===== config.mk =====
export PLATFORM = sky130hd
export DESIGN_NAME = program_counter
export DESIGN_NICKNAME = d
export VERILOG_FILES = /design/src/design/fetch_pkg.sv /design/src/design/program_counter.sv
export SDC_FILE = /design/constraint.sdc
export NUM_CORES = 1
export LEC_CHECK = 0
export BUFFER_PORTS_ARGS = -buffer_cell sky130_fd_sc_hd__buf_2
export CORE_MARGIN = 5
export CORE_UTILIZATION = 55
export CTS_CLUSTER_DIAMETER = 50
export DETAILED_ROUTE_END_ITERATION = 7
export PLACE_DENSITY = 0.82
export REMOVE_ABC_BUFFERS = 1
export SLEW_MARGIN = 30
export SYNTH_ARGS = -nofsm -noshare
export SYNTH_HDL_FRONTEND = slang
export SYNTH_SLANG_ARGS = --single-unit

===== constraint.sdc =====
create_clock -name clk -period 2.5 [get_ports clk]
set_clock_uncertainty 0.2 [all_clocks]
set_input_delay 0.5 -clock clk [delete_from_list [all_inputs] [get_ports clk]]
set_output_delay 0.5 -clock clk [all_outputs]
set_load 0.03 [all_outputs]

===== src/design/fetch_pkg.sv =====
package fetch_pkg;

    // bus and counter width
    localparam int addr_w    = 16;
    localparam int word_w    = 16;   // instruction word
    localparam int opcode_w  = 4;    // top bits of the word
    localparam int operand_w = 12;   // low bits of the word, jump target

    // program RAM geometry
    localparam int ram_aw    = 8;
    localparam int ram_depth = 1 << ram_aw;   // addresses alias modulo depth

    // address or bus value
    typedef logic [addr_w-1:0] addr_t;

    // instruction word as stored in the RAM
    typedef logic [word_w-1:0] word_t;

    typedef logic [ram_aw-1:0]    ram_idx_t;   // RAM row index
    typedef logic [operand_w-1:0] operand_t;   // jump target before extension

    // only jmp is decoded, anything else just gets fetched
    typedef enum logic [opcode_w-1:0] {
        op_nop = 4'h0,
        op_jmp = 4'hf
    } opcode_e;

    // fetch microsteps
    typedef enum logic [1:0] {
        step_addr,     // pc onto the bus, address register loads
        step_data,     // instruction register loads, counter steps
        step_exec,     // instruction presented, jmp loads the counter
        step_settle    // jmp only, output stage catches up
    } step_e;

endpackage


===== src/design/program_counter.sv =====
`timescale 1ns/1ps

module program_counter (
    input  logic             clk,
    input  logic             rst_n,
    input  logic             count,
    input  logic             load,
    input  fetch_pkg::addr_t bus,
    output fetch_pkg::addr_t pc
);
    import fetch_pkg::*;

    // The counter has two stages. The working register changes on the edge
    // that sees the strobe, and the output stage picks the new value up on
    // the edge after that. Consumers of pc therefore see a count or a load
    // two edges after the strobe cycle.

    addr_t work_q;   // primary stage
    addr_t work_d;
    addr_t out_q;    // secondary stage

    // next working value
    always_comb begin
        work_d = work_q;
        if (load) begin
            work_d = bus;   // load beats count
        end else if (count) begin
            work_d = work_q + addr_t'(1);   // wraps ffff -> 0
        end
    end

    // primary stage
    always_ff @(posedge clk) begin
        if (!rst_n) begin
            work_q <= '0;
        end else begin
            work_q <= work_d;
        end
    end

    // secondary stage trails the primary by one edge
    always_ff @(posedge clk) begin
        if (!rst_n) begin
            out_q <= '0;
        end else begin
            out_q <= work_q;
        end
    end

    assign pc = out_q;

endmodule


==> out/qor.txt <==
gp weighted congestion -> 0.756
data required time of the worst path -> 2.57 ns
Post-Syn Area -> 1360 um^2
Fillers -> 213
startpoint types -> flop
CP max FO -> 11
vias in the first global route -> 1014
placed insts -> 197
synth warn -> 0
clk buf depth -> 2
commonest non-fill, non-tap cells in the layout -> buf_2 (35), dfxtp_1 (32), and2_1 (16)
Worst Tran Pin Value -> 0.594 ns
fin nets -> 195
sw power -> 265 uW
cell row count -> 18
routed vias -> 1124
fraction of the yosys area taken by sequential cells -> 0.470
status -> complete, no violations
Hold WC Path Type -> in -> reg
setup violators final -> 0
initial antenna violation count -> 0
Final Max Slew Viols -> 0
PwrDens -> 639 nW/um^2
synth top area cells -> dfxtp_1 (47%), and2_1 (7.3%), o21ai_0 (5.1%)
clock power share -> 0.322
Synth cell types -> 27
Comb power frac -> 0.119
largest net degree at the start of global routing -> 33
Layout Area Growth over Synthesis -> 16.7%
core area -> 2430 um^2
worst hold start -> bus[1]
CTS sink count -> 32
RSZ-0062 raised after global routing -> false
Fin. Hold Viols -> 0
Final TNS setup -> 0 ns
first-pass GRT wire length -> 4390 um
non-filler cells, final -> 204
CP top delay family -> simple AND/OR/NAND/NOR gates
drt pass-1 iters -> 4
slew margin rel. -> 0.603
top flip-flop cell by instance count after synthesis -> dfxtp_1
CTS tree -> built
ant diodes -> 0
hold path depth -> 2
Critical-path top delay cell -> or4_1
R2R setup slack -> 0.64 ns
reg-to-reg startpoint -> work_q[0]
fin crit share -> 0.744
min Tclk post-route -> 1.86 ns
Die Y-Extent -> 59.8 um
Critical Path End Type -> flop
hpwl dp -> 1830 um
WHS Endpoint -> work_q[1]
PortBufs -> 35
DRC viols -> 0
Initial DRC Count -> 15
die footprint -> 3580 um^2
reg2reg end -> work_q[10]
CTS resizes -> 0
switch share -> 0.260
setup repair bufs after CTS -> 0
Achievable Freq -> 538 MHz
average size of a mapped cell -> 9.74 um^2
io pins -> 36
H-Tree Depth -> 2
Leakage -> 0.692 nW
number of buffers created by CTS -> 5
CP cell instances -> ha_1 -> nand4_2 -> or4_1 -> a31oi_1
CTS Hold Bufs -> 0
clock latency on the worst-skew pair -> 0.33 ns
VDD IR max -> 0.448 mV
CP Class -> reg -> reg
part of the power in registers -> 0.559
dominant cell type by area after synthesis -> dfxtp_1
CP max stage delay -> 0.56 ns
Worst EP arrival -> 1.93 ns
antenna viol nets, final -> 0
Post-synth EDFFs -> 0
Yosys top cell area share -> 0.470
fin util -> 0.654
grt total ovfl -> 0
Root Buffer -> clkbuf_4
CP startpoint -> work_q[0]
Syn Inst Count -> 140
internal power -> 752 uW
Via-to-Cell Ratio -> 5.51
wire per inst -> 13.2 um
Total GRT Usage -> 0.165
layout cells sized above 1 -> 0.270
flops & latches, synth -> 32
routed wire length -> 2700 um
Buf/Inv on CP -> 0
R2R cell count -> 4
commonest non-fill, non-tap cell in the layout -> buf_2
Starting Density -> 0.561
DIE WIDTH -> 59.8 um
Reg clk slew, reported paths -> 0.10 ns
Post-synth ARST share -> 0
Max Cap Viol -> 0
synthesized netlist by cell type (all sizes together) (5+ instances only):
cell / n
dfxtp: 32
nand2: 7
and2: 16
nand4: 5
o21ai: 14
a31oi: 7
o211a: 5
per-layer routing:
| metal | GRT usage | routed length (um) | vias to the layer above |
|---|---|---|---|
| li1 | - | - | 579 |
| met1 | 0.194 | 1160 | 511 |
| met2 | 0.264 | 1300 | 28 |
| met3 | 0.0475 | 163 | 6 |
| met4 | 0.0949 | 70 | 0 |
| met5 | 0 | 0 | - |
state kept, by name, summed over array words and instances, names as in the netlist:
register  cells
pc           16
work_q       16
cell type report:
cell class                      count  area, um^2  area share
Tap cell                           30        37.5      0.0236
Inverter                            3        11.3     0.00708
Timing Repair Buffer               35         175       0.110
Sequential cell                    32         641       0.403
Clock buffer                        7        65.1      0.0409
Multi-Input combinational cell     97         662       0.416
kinds of logic after synthesis:
family	count (synthesis)	synth area share
xor+xnor	4	0.0257
fa+ha+maj	1	0.00917
flops	32	0.470
mux	1	0.00734
buf+inv	11	0.0449
simple gates	53	0.246
compound gates	38	0.197
how the worst max path moves through the flow:
stage | end | slack, ns | cells after the start
5_1_grt | work_q[14] | 0.54 | 4
2_1_floorplan | work_q[10] | 0.78 | 4
6_report | work_q[10] | 0.64 | 4
3_5_place_dp | work_q[11] | 0.46 | 4
3_3_place_gp | work_q[9] | 0.57 | 4
4_1_cts | work_q[8] | 0.63 | 4
per-stage QoR:
step,worst slack (ns),power [mW],cell area (um^2),hold WS [ns]
final,0.641,1.02,1590,0.184
after floorplan,0.783,0.653,1310,0.245
after global placement,0.571,0.697,1530,0.269
after global routing,0.536,1.06,1590,0.181
after detailed placement,0.461,0.703,1530,0.283
after CTS,0.632,1.03,1590,0.178
power groups by stage:
stage          Combinational [mW]  Clock [mW]  Sequential [mW]
4_1_cts                     0.123       0.335            0.569
3_5_place_dp                0.123           0            0.580
6_report                    0.121       0.327            0.569
5_1_grt                     0.135       0.352            0.573
3_3_place_gp                0.119           0            0.578
2_1_floorplan              0.0531           0            0.600
(Power assumes the default switching activity.)
