**config.mk**
```make
export PLATFORM = sky130hd
export DESIGN_NAME = fetch_control
export DESIGN_NICKNAME = d
export VERILOG_FILES = /design/src/design/fetch_pkg.sv /design/src/design/fetch_control.sv
export SDC_FILE = /design/constraint.sdc
export NUM_CORES = 1
export LEC_CHECK = 0
export BUFFER_PORTS_ARGS = -buffer_cell sky130_fd_sc_hd__buf_2
export CAP_MARGIN = 20
export CORE_MARGIN = 4
export CORE_UTILIZATION = 39
export CTS_BUF_LIST = sky130_fd_sc_hd__clkbuf_8
export DETAILED_ROUTE_END_ITERATION = 6
export GPL_TIMING_DRIVEN = 0
export MAX_ROUTING_LAYER = met4
export PLACE_DENSITY = 0.87
export SYNTH_ARGS = -nofsm -noshare
export SYNTH_HDL_FRONTEND = slang
export SYNTH_SLANG_ARGS = --single-unit
export TNS_END_PERCENT = 5
```
**constraint.sdc**
```tcl
create_clock -name clk -period 2.8 [get_ports clk]
set_input_delay 0.56 -clock clk [delete_from_list [all_inputs] [get_ports clk]]
set_output_delay 0.56 -clock clk [all_outputs]
set_load 0.02 [all_outputs]
```
**src/design/fetch_pkg.sv**
```systemverilog
package fetch_pkg;

    // bus and counter width
    localparam int addr_w    = 16;
    localparam int word_w    = 16;   // instruction word
    localparam int opcode_w  = 4;    // top bits of the word
    localparam int operand_w = 12;   // low bits of the word, jump target

    // program RAM geometry
    localparam int ram_aw    = 8;
    localparam int ram_depth = 1 << ram_aw;   // addresses alias modulo depth

    // address or bus value
    typedef logic [addr_w-1:0] addr_t;

    // instruction word as stored in the RAM
    typedef logic [word_w-1:0] word_t;

    typedef logic [ram_aw-1:0]    ram_idx_t;   // RAM row index
    typedef logic [operand_w-1:0] operand_t;   // jump target before extension

    // only jmp is decoded, anything else just gets fetched
    typedef enum logic [opcode_w-1:0] {
        op_nop = 4'h0,
        op_jmp = 4'hf
    } opcode_e;

    // fetch microsteps
    typedef enum logic [1:0] {
        step_addr,     // pc onto the bus, address register loads
        step_data,     // instruction register loads, counter steps
        step_exec,     // instruction presented, jmp loads the counter
        step_settle    // jmp only, output stage catches up
    } step_e;

endpackage

```
**src/design/fetch_control.sv**
```systemverilog
`timescale 1ns/1ps

module fetch_control (
    input  logic             clk,
    input  logic             rst_n,
    input  logic             run,
    input  logic             start_load,
    input  fetch_pkg::addr_t start_addr,
    input  fetch_pkg::addr_t pc,
    input  fetch_pkg::word_t ram_data,
    output fetch_pkg::addr_t bus,
    output logic             pc_count,
    output logic             pc_load,
    output logic             mar_load,
    output fetch_pkg::word_t instr,
    output logic             instr_valid
);
    import fetch_pkg::*;

    step_e    step_q;
    step_e    step_d;
    word_t    ir_q;          // instruction register
    opcode_e  opcode;
    operand_t operand;
    logic     is_jmp;
    logic     idle;          // held at the instruction boundary
    logic     sel_pc;        // bus driver selects, one hot or none
    logic     sel_operand;
    logic     sel_start;

    // decode straight off the instruction register
    assign opcode  = opcode_e'(ir_q[word_w-1 -: opcode_w]);
    assign operand = ir_q[operand_w-1:0];
    assign is_jmp  = (opcode == op_jmp);

    assign idle = (step_q == step_addr) && !run;

    // next microstep
    always_comb begin
        step_d = step_q;
        case (step_q)
            step_addr: begin
                if (run) begin
                    step_d = step_data;
                end
            end
            step_data: begin
                step_d = step_exec;
            end
            step_exec: begin
                // jmp needs one more edge for the output stage
                step_d = is_jmp ? step_settle : step_addr;
            end
            step_settle: begin
                step_d = step_addr;
            end
            default: begin
                step_d = step_addr;
            end
        endcase
    end

    always_ff @(posedge clk) begin
        if (!rst_n) begin
            step_q <= step_addr;
        end else begin
            step_q <= step_d;
        end
    end

    // capture the fetched word, ram_data is valid in step_data
    always_ff @(posedge clk) begin
        if (step_q == step_data) begin
            ir_q <= ram_data;
        end
    end

    // driver select
    assign sel_pc      = (step_q == step_addr) && run;
    assign sel_operand = (step_q == step_exec) && is_jmp;
    assign sel_start   = idle && start_load;

    // shared bus mux, parks at zero with no driver
    always_comb begin
        bus = '0;
        if (sel_pc) begin
            bus = pc;
        end else if (sel_operand) begin
            bus = addr_t'(operand);   // zero extend
        end else if (sel_start) begin
            bus = start_addr;
        end
    end

    // strobes, one cycle each
    assign mar_load    = sel_pc;
    assign pc_count    = (step_q == step_data);
    assign pc_load     = sel_operand || sel_start;
    assign instr_valid = (step_q == step_exec);
    assign instr       = ir_q;

endmodule

```
==> metrics.txt, run 1 <==
outcome=completed; worst hold start=ram_data[9]; Period minus WS final=approximately 2.4 ns; Synth Area per Inst=approximately 15 um2; Clk Latency, worst-skew pair=approximately 0.25 ns; CP Data Arrival Time=1.86 ns; path type of the worst setup path=input port to output pin; syn_nets=110; Synth Register Bits=18; worst hold path type=input port to flop; Post-CTS Setup Bufs=0; # fillers=182; Final #Nets=a little over 200; Hold EP=instr[9]; vias in the first global route=between 800 and 900; static leakage=around 0.00077 uW; RSZ-0062 raised after global routing=no; setup_tns=0 ns; commonest register cell after synthesis=edfxtp_1; antenna diode instance count=0; post-synth top area share=0.554; Core ar.=about 2000 um2; antenna viol nets, final=0; flip-flop and latch area=520 um2; period utilization=0.865; slowest stage cell, crit path=nor3b_2; die area=just over 3000 um2; Post-synth EDFFs=16; Final Hold Vio Count=0; flop-to-flop setup slack=around 1.2 ns; RR Endpoint=instr[10]; Initial Utilization=0.425; Area Overhead vs Synth=61.3%; Detailed Place HPWL=2.21 mm; post-route DRC violation count=0; commonest cells in the netlist=a22o_1 (16), edfxtp_1 (16), a21o_1 (12); clk buf depth=2; Cell variety after synth=12; GRT overflow=0; first-pass GRT wire length=approximately 3.6 mm; sequential area share after synthesis=0.600; Final Setup Violations=0; PD cells=approximately 500 nW/um2; clk root buf=clkbuf_8; worst stage delay on the critical path=around 0.57 ns; drt total wl=~2.6 mm; Reg2Reg Depth=2; Mapped Area=867 um2; Yosys top cell by area=edfxtp_1; initial antenna violation count=0; crit-path cells=buf_2, nor3b_2, buf_6, a22o_1, a21o_1, buf_2; maximum clock rate=between 400 and 500 MHz; post-cts resize count=0; top post-synthesis cells by area=edfxtp_1 (55%), a22o_1 (16%), a21o_1 (10%); CTS HTree Levels=1; most frequent cell on the critical path=buf_2; Max VDD drop=465 uV; Worst EP required=2.24 ns; Setup crit start kind=input port; post-DR vias/cell=4.93; largest net degree at the start of global routing=13; clock sink count=18; multi-input logic area=319 um2; Worst Path Max Fanout=10; via count=approximately 870; Post-Syn Instances=58; Worst setup EP type=output pin; Post-CTS Hold Fix Bufs=0; Iteration-0 DRC Markers=15; DR pass1 iterations=4; WL/cell=between 10 and 15 um; Total Power=roughly 690 uW; Final GP Congestion=about 0.73; CTS Buf Count=3; row count=16; R2R Path Start=step_q[0]; # port buffers=a little under 90; Worst-path clk slew=0.07 ns; TritonCTS clock tree=done; Final Slew Violations=0; maxcap violations=0; slew margin rel.=0.555; yosys warns=0; Horiz. Die Dim=around 55 um; actual slew at the worst max-slew pin=around 0.67 ns; io pins=between 80 and 90; ys async rst share=0; hold depth=1; Clock Skew=between 0.0005 and 0.0006 ns; Total Routing Usage GR=0.172; die height=~55 um; proportion of layout cells with a drive suffix above 1=0.660
[routing by layer]
metal  wire [um]  global-route usage
met5           0                   -
met3         202              0.0322
met1         978               0.190
met2        1420               0.309
met4          42              0.0607
[logic make-up (layout without fill, tap and decap cells)]
group,after synthesis,after routing,share of synthesized area
DFF,18,18,0.600
buffers and inverters,3,95,0.0317
and+or+nand+nor,7,7,0.0851
AOI/OAI and AO/OA,30,30,0.283
[metrics by stage]
stage	instances	worst slack (ns)	area [um2]	util	hold slack [ns]
after detailed placement	173	0.362	1340	0.658	0.738
after global placement	172	0.311	1340	0.654	0.736
after floorplan	58	0.719	867	-	0.659
final	177	0.378	1400	0.685	0.484
after CTS	177	0.360	1400	0.685	0.479
after global routing	177	0.297	1400	0.685	0.472
[cells in the final DEF (no fill, tap or decap), types with 2 or more instances in the layout]
cell and n:
a21o_1 12, a22o_1 16, buf_2 88, buf_6 2, clkbuf_8 4, dfxtp_1 2, edfxtp_1 16, nor2b_1 2
nor3b_2 2, o21a_1 2
[layout make-up]
| cell class | count | share of cell area |
|---|---|---|
| well taps | 27 | 0.0242 |
| multi-input cells | 37 | 0.228 |
| flip-flops and latches | 18 | 0.372 |
| plain buffers | 3 | 0.0197 |
| clock buffers | 4 | 0.0394 |
| repair buffers | 88 | 0.317 |
[state kept, by name, indices dropped and copies added, names as in the netlist]
register,cells
step_q,2
instr,16
[critical path: cells and delay by family]
family / cells / cell delay [ns]
compound gates: 2 / 0.24
buf+inv: 3 / 0.49
simple gates: 1 / 0.57
[worst max path at each step]
stage                          from  endpoint  slack [ns]  depth (start not counted)
after floorplan           step_q[0]  pc_count        0.72                          1
after global placement    step_q[0]  pc_count        0.31                          2
after detailed placement        run    bus[9]        0.36                          6
after CTS                       run    bus[9]        0.36                          6
after global routing            run    bus[9]        0.30                          6
final                           run    bus[9]        0.38                          6
[where the power goes]
group          internal (uW)  switching (uW)
sequential               307            7.43
combinational           80.7            93.7
clock                    125            80.8
No activity file was read; power rests on OpenSTA's default activity.
==> inputs of run 2 (changes only) <==
Settings changed: CTS_CLUSTER_SIZE set to 16, GPL_ROUTABILITY_DRIVEN set to 0, MAX_ROUTING_LAYER met4 to not set.
==> run 2 against run 1 <==
Non-clock buffer count unchanged. Critical path type unchanged. Setup slack about the same. Register-to-register slack about the same. Via count unchanged. Sequential power about the same. Clock skew about the same. First-iteration DRC count unchanged. Largest power group unchanged. Die area unchanged. Cell area unchanged. Clock power about the same. Critical path depth unchanged. Power about the same.
==> metrics.txt, run 2 (synthesized netlist as in run 1, its figures left out) <==
DR pass1 iterations=4; hold depth=1; R2R Path Start=step_q[0]; PD cells=between 400 and 500 nW/um2; Max VDD drop=between 400 and 500 uV; Detailed Place HPWL=about 2.2 mm; post-cts resize count=0; RSZ-0062 raised after global routing=no; worst hold path type=input port to flop; Area Overhead vs Synth=61.3%; Clock Skew=0.000549 ns; outcome=completed; static leakage=around 0.00077 uW; Post-CTS Hold Fix Bufs=0; fin util=0.685; Total Routing Usage GR=0.168; Final #Nets=just over 200; Worst EP required=~2.2 ns; actual slew at the worst max-slew pin=approximately 0.67 ns; Core ar.=a little over 2000 um2; Final Setup Violations=0; largest net degree at the start of global routing=13; setup_tns=0 ns; worst path buffer plus inverter count=3; Worst Path Max Fanout=10; worst hold start=ram_data[9]; die height=55.2 um; proportion of layout cells with a drive suffix above 1=0.660; Worst-path clk slew=around 0.070 ns; Worst path top cell family by delay=simple AND/OR/NAND/NOR gates; CTS HTree Levels=1; die area=3040 um2; row count=16; Clk Latency, worst-skew pair=~0.25 ns; CP Data Arrival Time=1.86 ns; Post-CTS Setup Bufs=0; drt total wl=around 2.6 mm; commonest non-fill, non-tap cell in the layout=buf_2; Final Hold Vio Count=0; TritonCTS clock tree=done; # port buffers=87; crit-path cells=buf_2, nor3b_2, buf_6, a22o_1, a21o_1, buf_2; Final Slew Violations=0; antenna viol nets, final=0; CTS Buf Count=3; vias in the first global route=858; post-route DRC violation count=0; post-DR vias/cell=between 4 and 5; Setup crit start kind=input port; clk buf depth=2; Iteration-0 DRC Markers=15; maximum clock rate=roughly 410 MHz; most frequent cell on the critical path=buf_2; Worst setup EP type=output pin; Hold EP=instr[9]; maxcap violations=0; antenna diode instance count=0; worst stage delay on the critical path=between 0.5 and 0.6 ns; initial antenna violation count=0; slew margin rel.=0.554; Crit. Startpoint=run; Period minus WS final=2.42 ns; flop-to-flop setup slack=roughly 1.2 ns; io pins=between 80 and 90; GRT overflow=0; clock sink count=18; slowest stage cell, crit path=nor3b_2; Reg2Reg Depth=2; most frequent cells in the layout=buf_2 (88), a22o_1 (16), edfxtp_1 (16), a21o_1 (12), clkbuf_8 (4); WL/cell=between 10 and 15 um; Horiz. Die Dim=around 55 um; period utilization=0.865; first-pass GRT wire length=3.59 mm; Initial Utilization=0.425; clk root buf=clkbuf_8; RR Endpoint=instr[10]; via count=roughly 870; Largest register FFs=16; path type of the worst setup path=input port to output pin
## run 2: cell counts in the layout (fill, tap and decap cells not counted)
No cell type changed its count.
## run 2: power by group
part | switching (uW) | internal, uW | total, uW
sequential | 7.42 | 307 | 315
combinational | 93.7 | 80.7 | 174
clock | 80.8 | 125 | 205
total | 182 | 512 | 694
## run 2: cell type report
class                      count  area (um2)
buffer                         3        27.5
clock buffer                   4        55.1
fill                         182         643
multi-input combinational     37         319
sequential                    18         520
tap                           27        33.8
timing repair buffer          88         443
## run 2: worst max-delay path by stage
stage / slack, ns / end / depth (start not counted)
floorplan: 0.72 / pc_count / 1
global placement: 0.31 / pc_count / 2
detailed placement: 0.36 / bus[9] / 6
CTS: 0.36 / bus[9] / 6
global route: 0.30 / bus[9] / 6
finish: 0.38 / bus[9] / 6
## run 2: per-stage QoR
stage / setup slack (ns) / area, um2 / instances / total power (uW) / hold slack [ns]
floorplan: 0.719 / 867 / 58 / 419 / 0.659
global route: 0.297 / 1400 / 177 / 729 / 0.472
finish: 0.378 / 1400 / 177 / 694 / 0.484
CTS: 0.360 / 1400 / 177 / 703 / 0.479
detailed placement: 0.362 / 1340 / 173 / 496 / 0.738
global placement: 0.311 / 1340 / 172 / 491 / 0.736
## run 2: per-layer routing
layer	GRT usage	up-vias	share of wire
li1	-	424	-
met1	0.185	401	0.37
met2	0.309	44	0.54
met3	0.0402	4	0.081
met4	0.0607	0	0.016
met5	0	-	0
## run 2: worst reg2reg max path, cell delays in order, from the launching register on
cell and delay, ns:
dfxtp_1 0.46, nor2b_1 0.54, buf_4 0.32
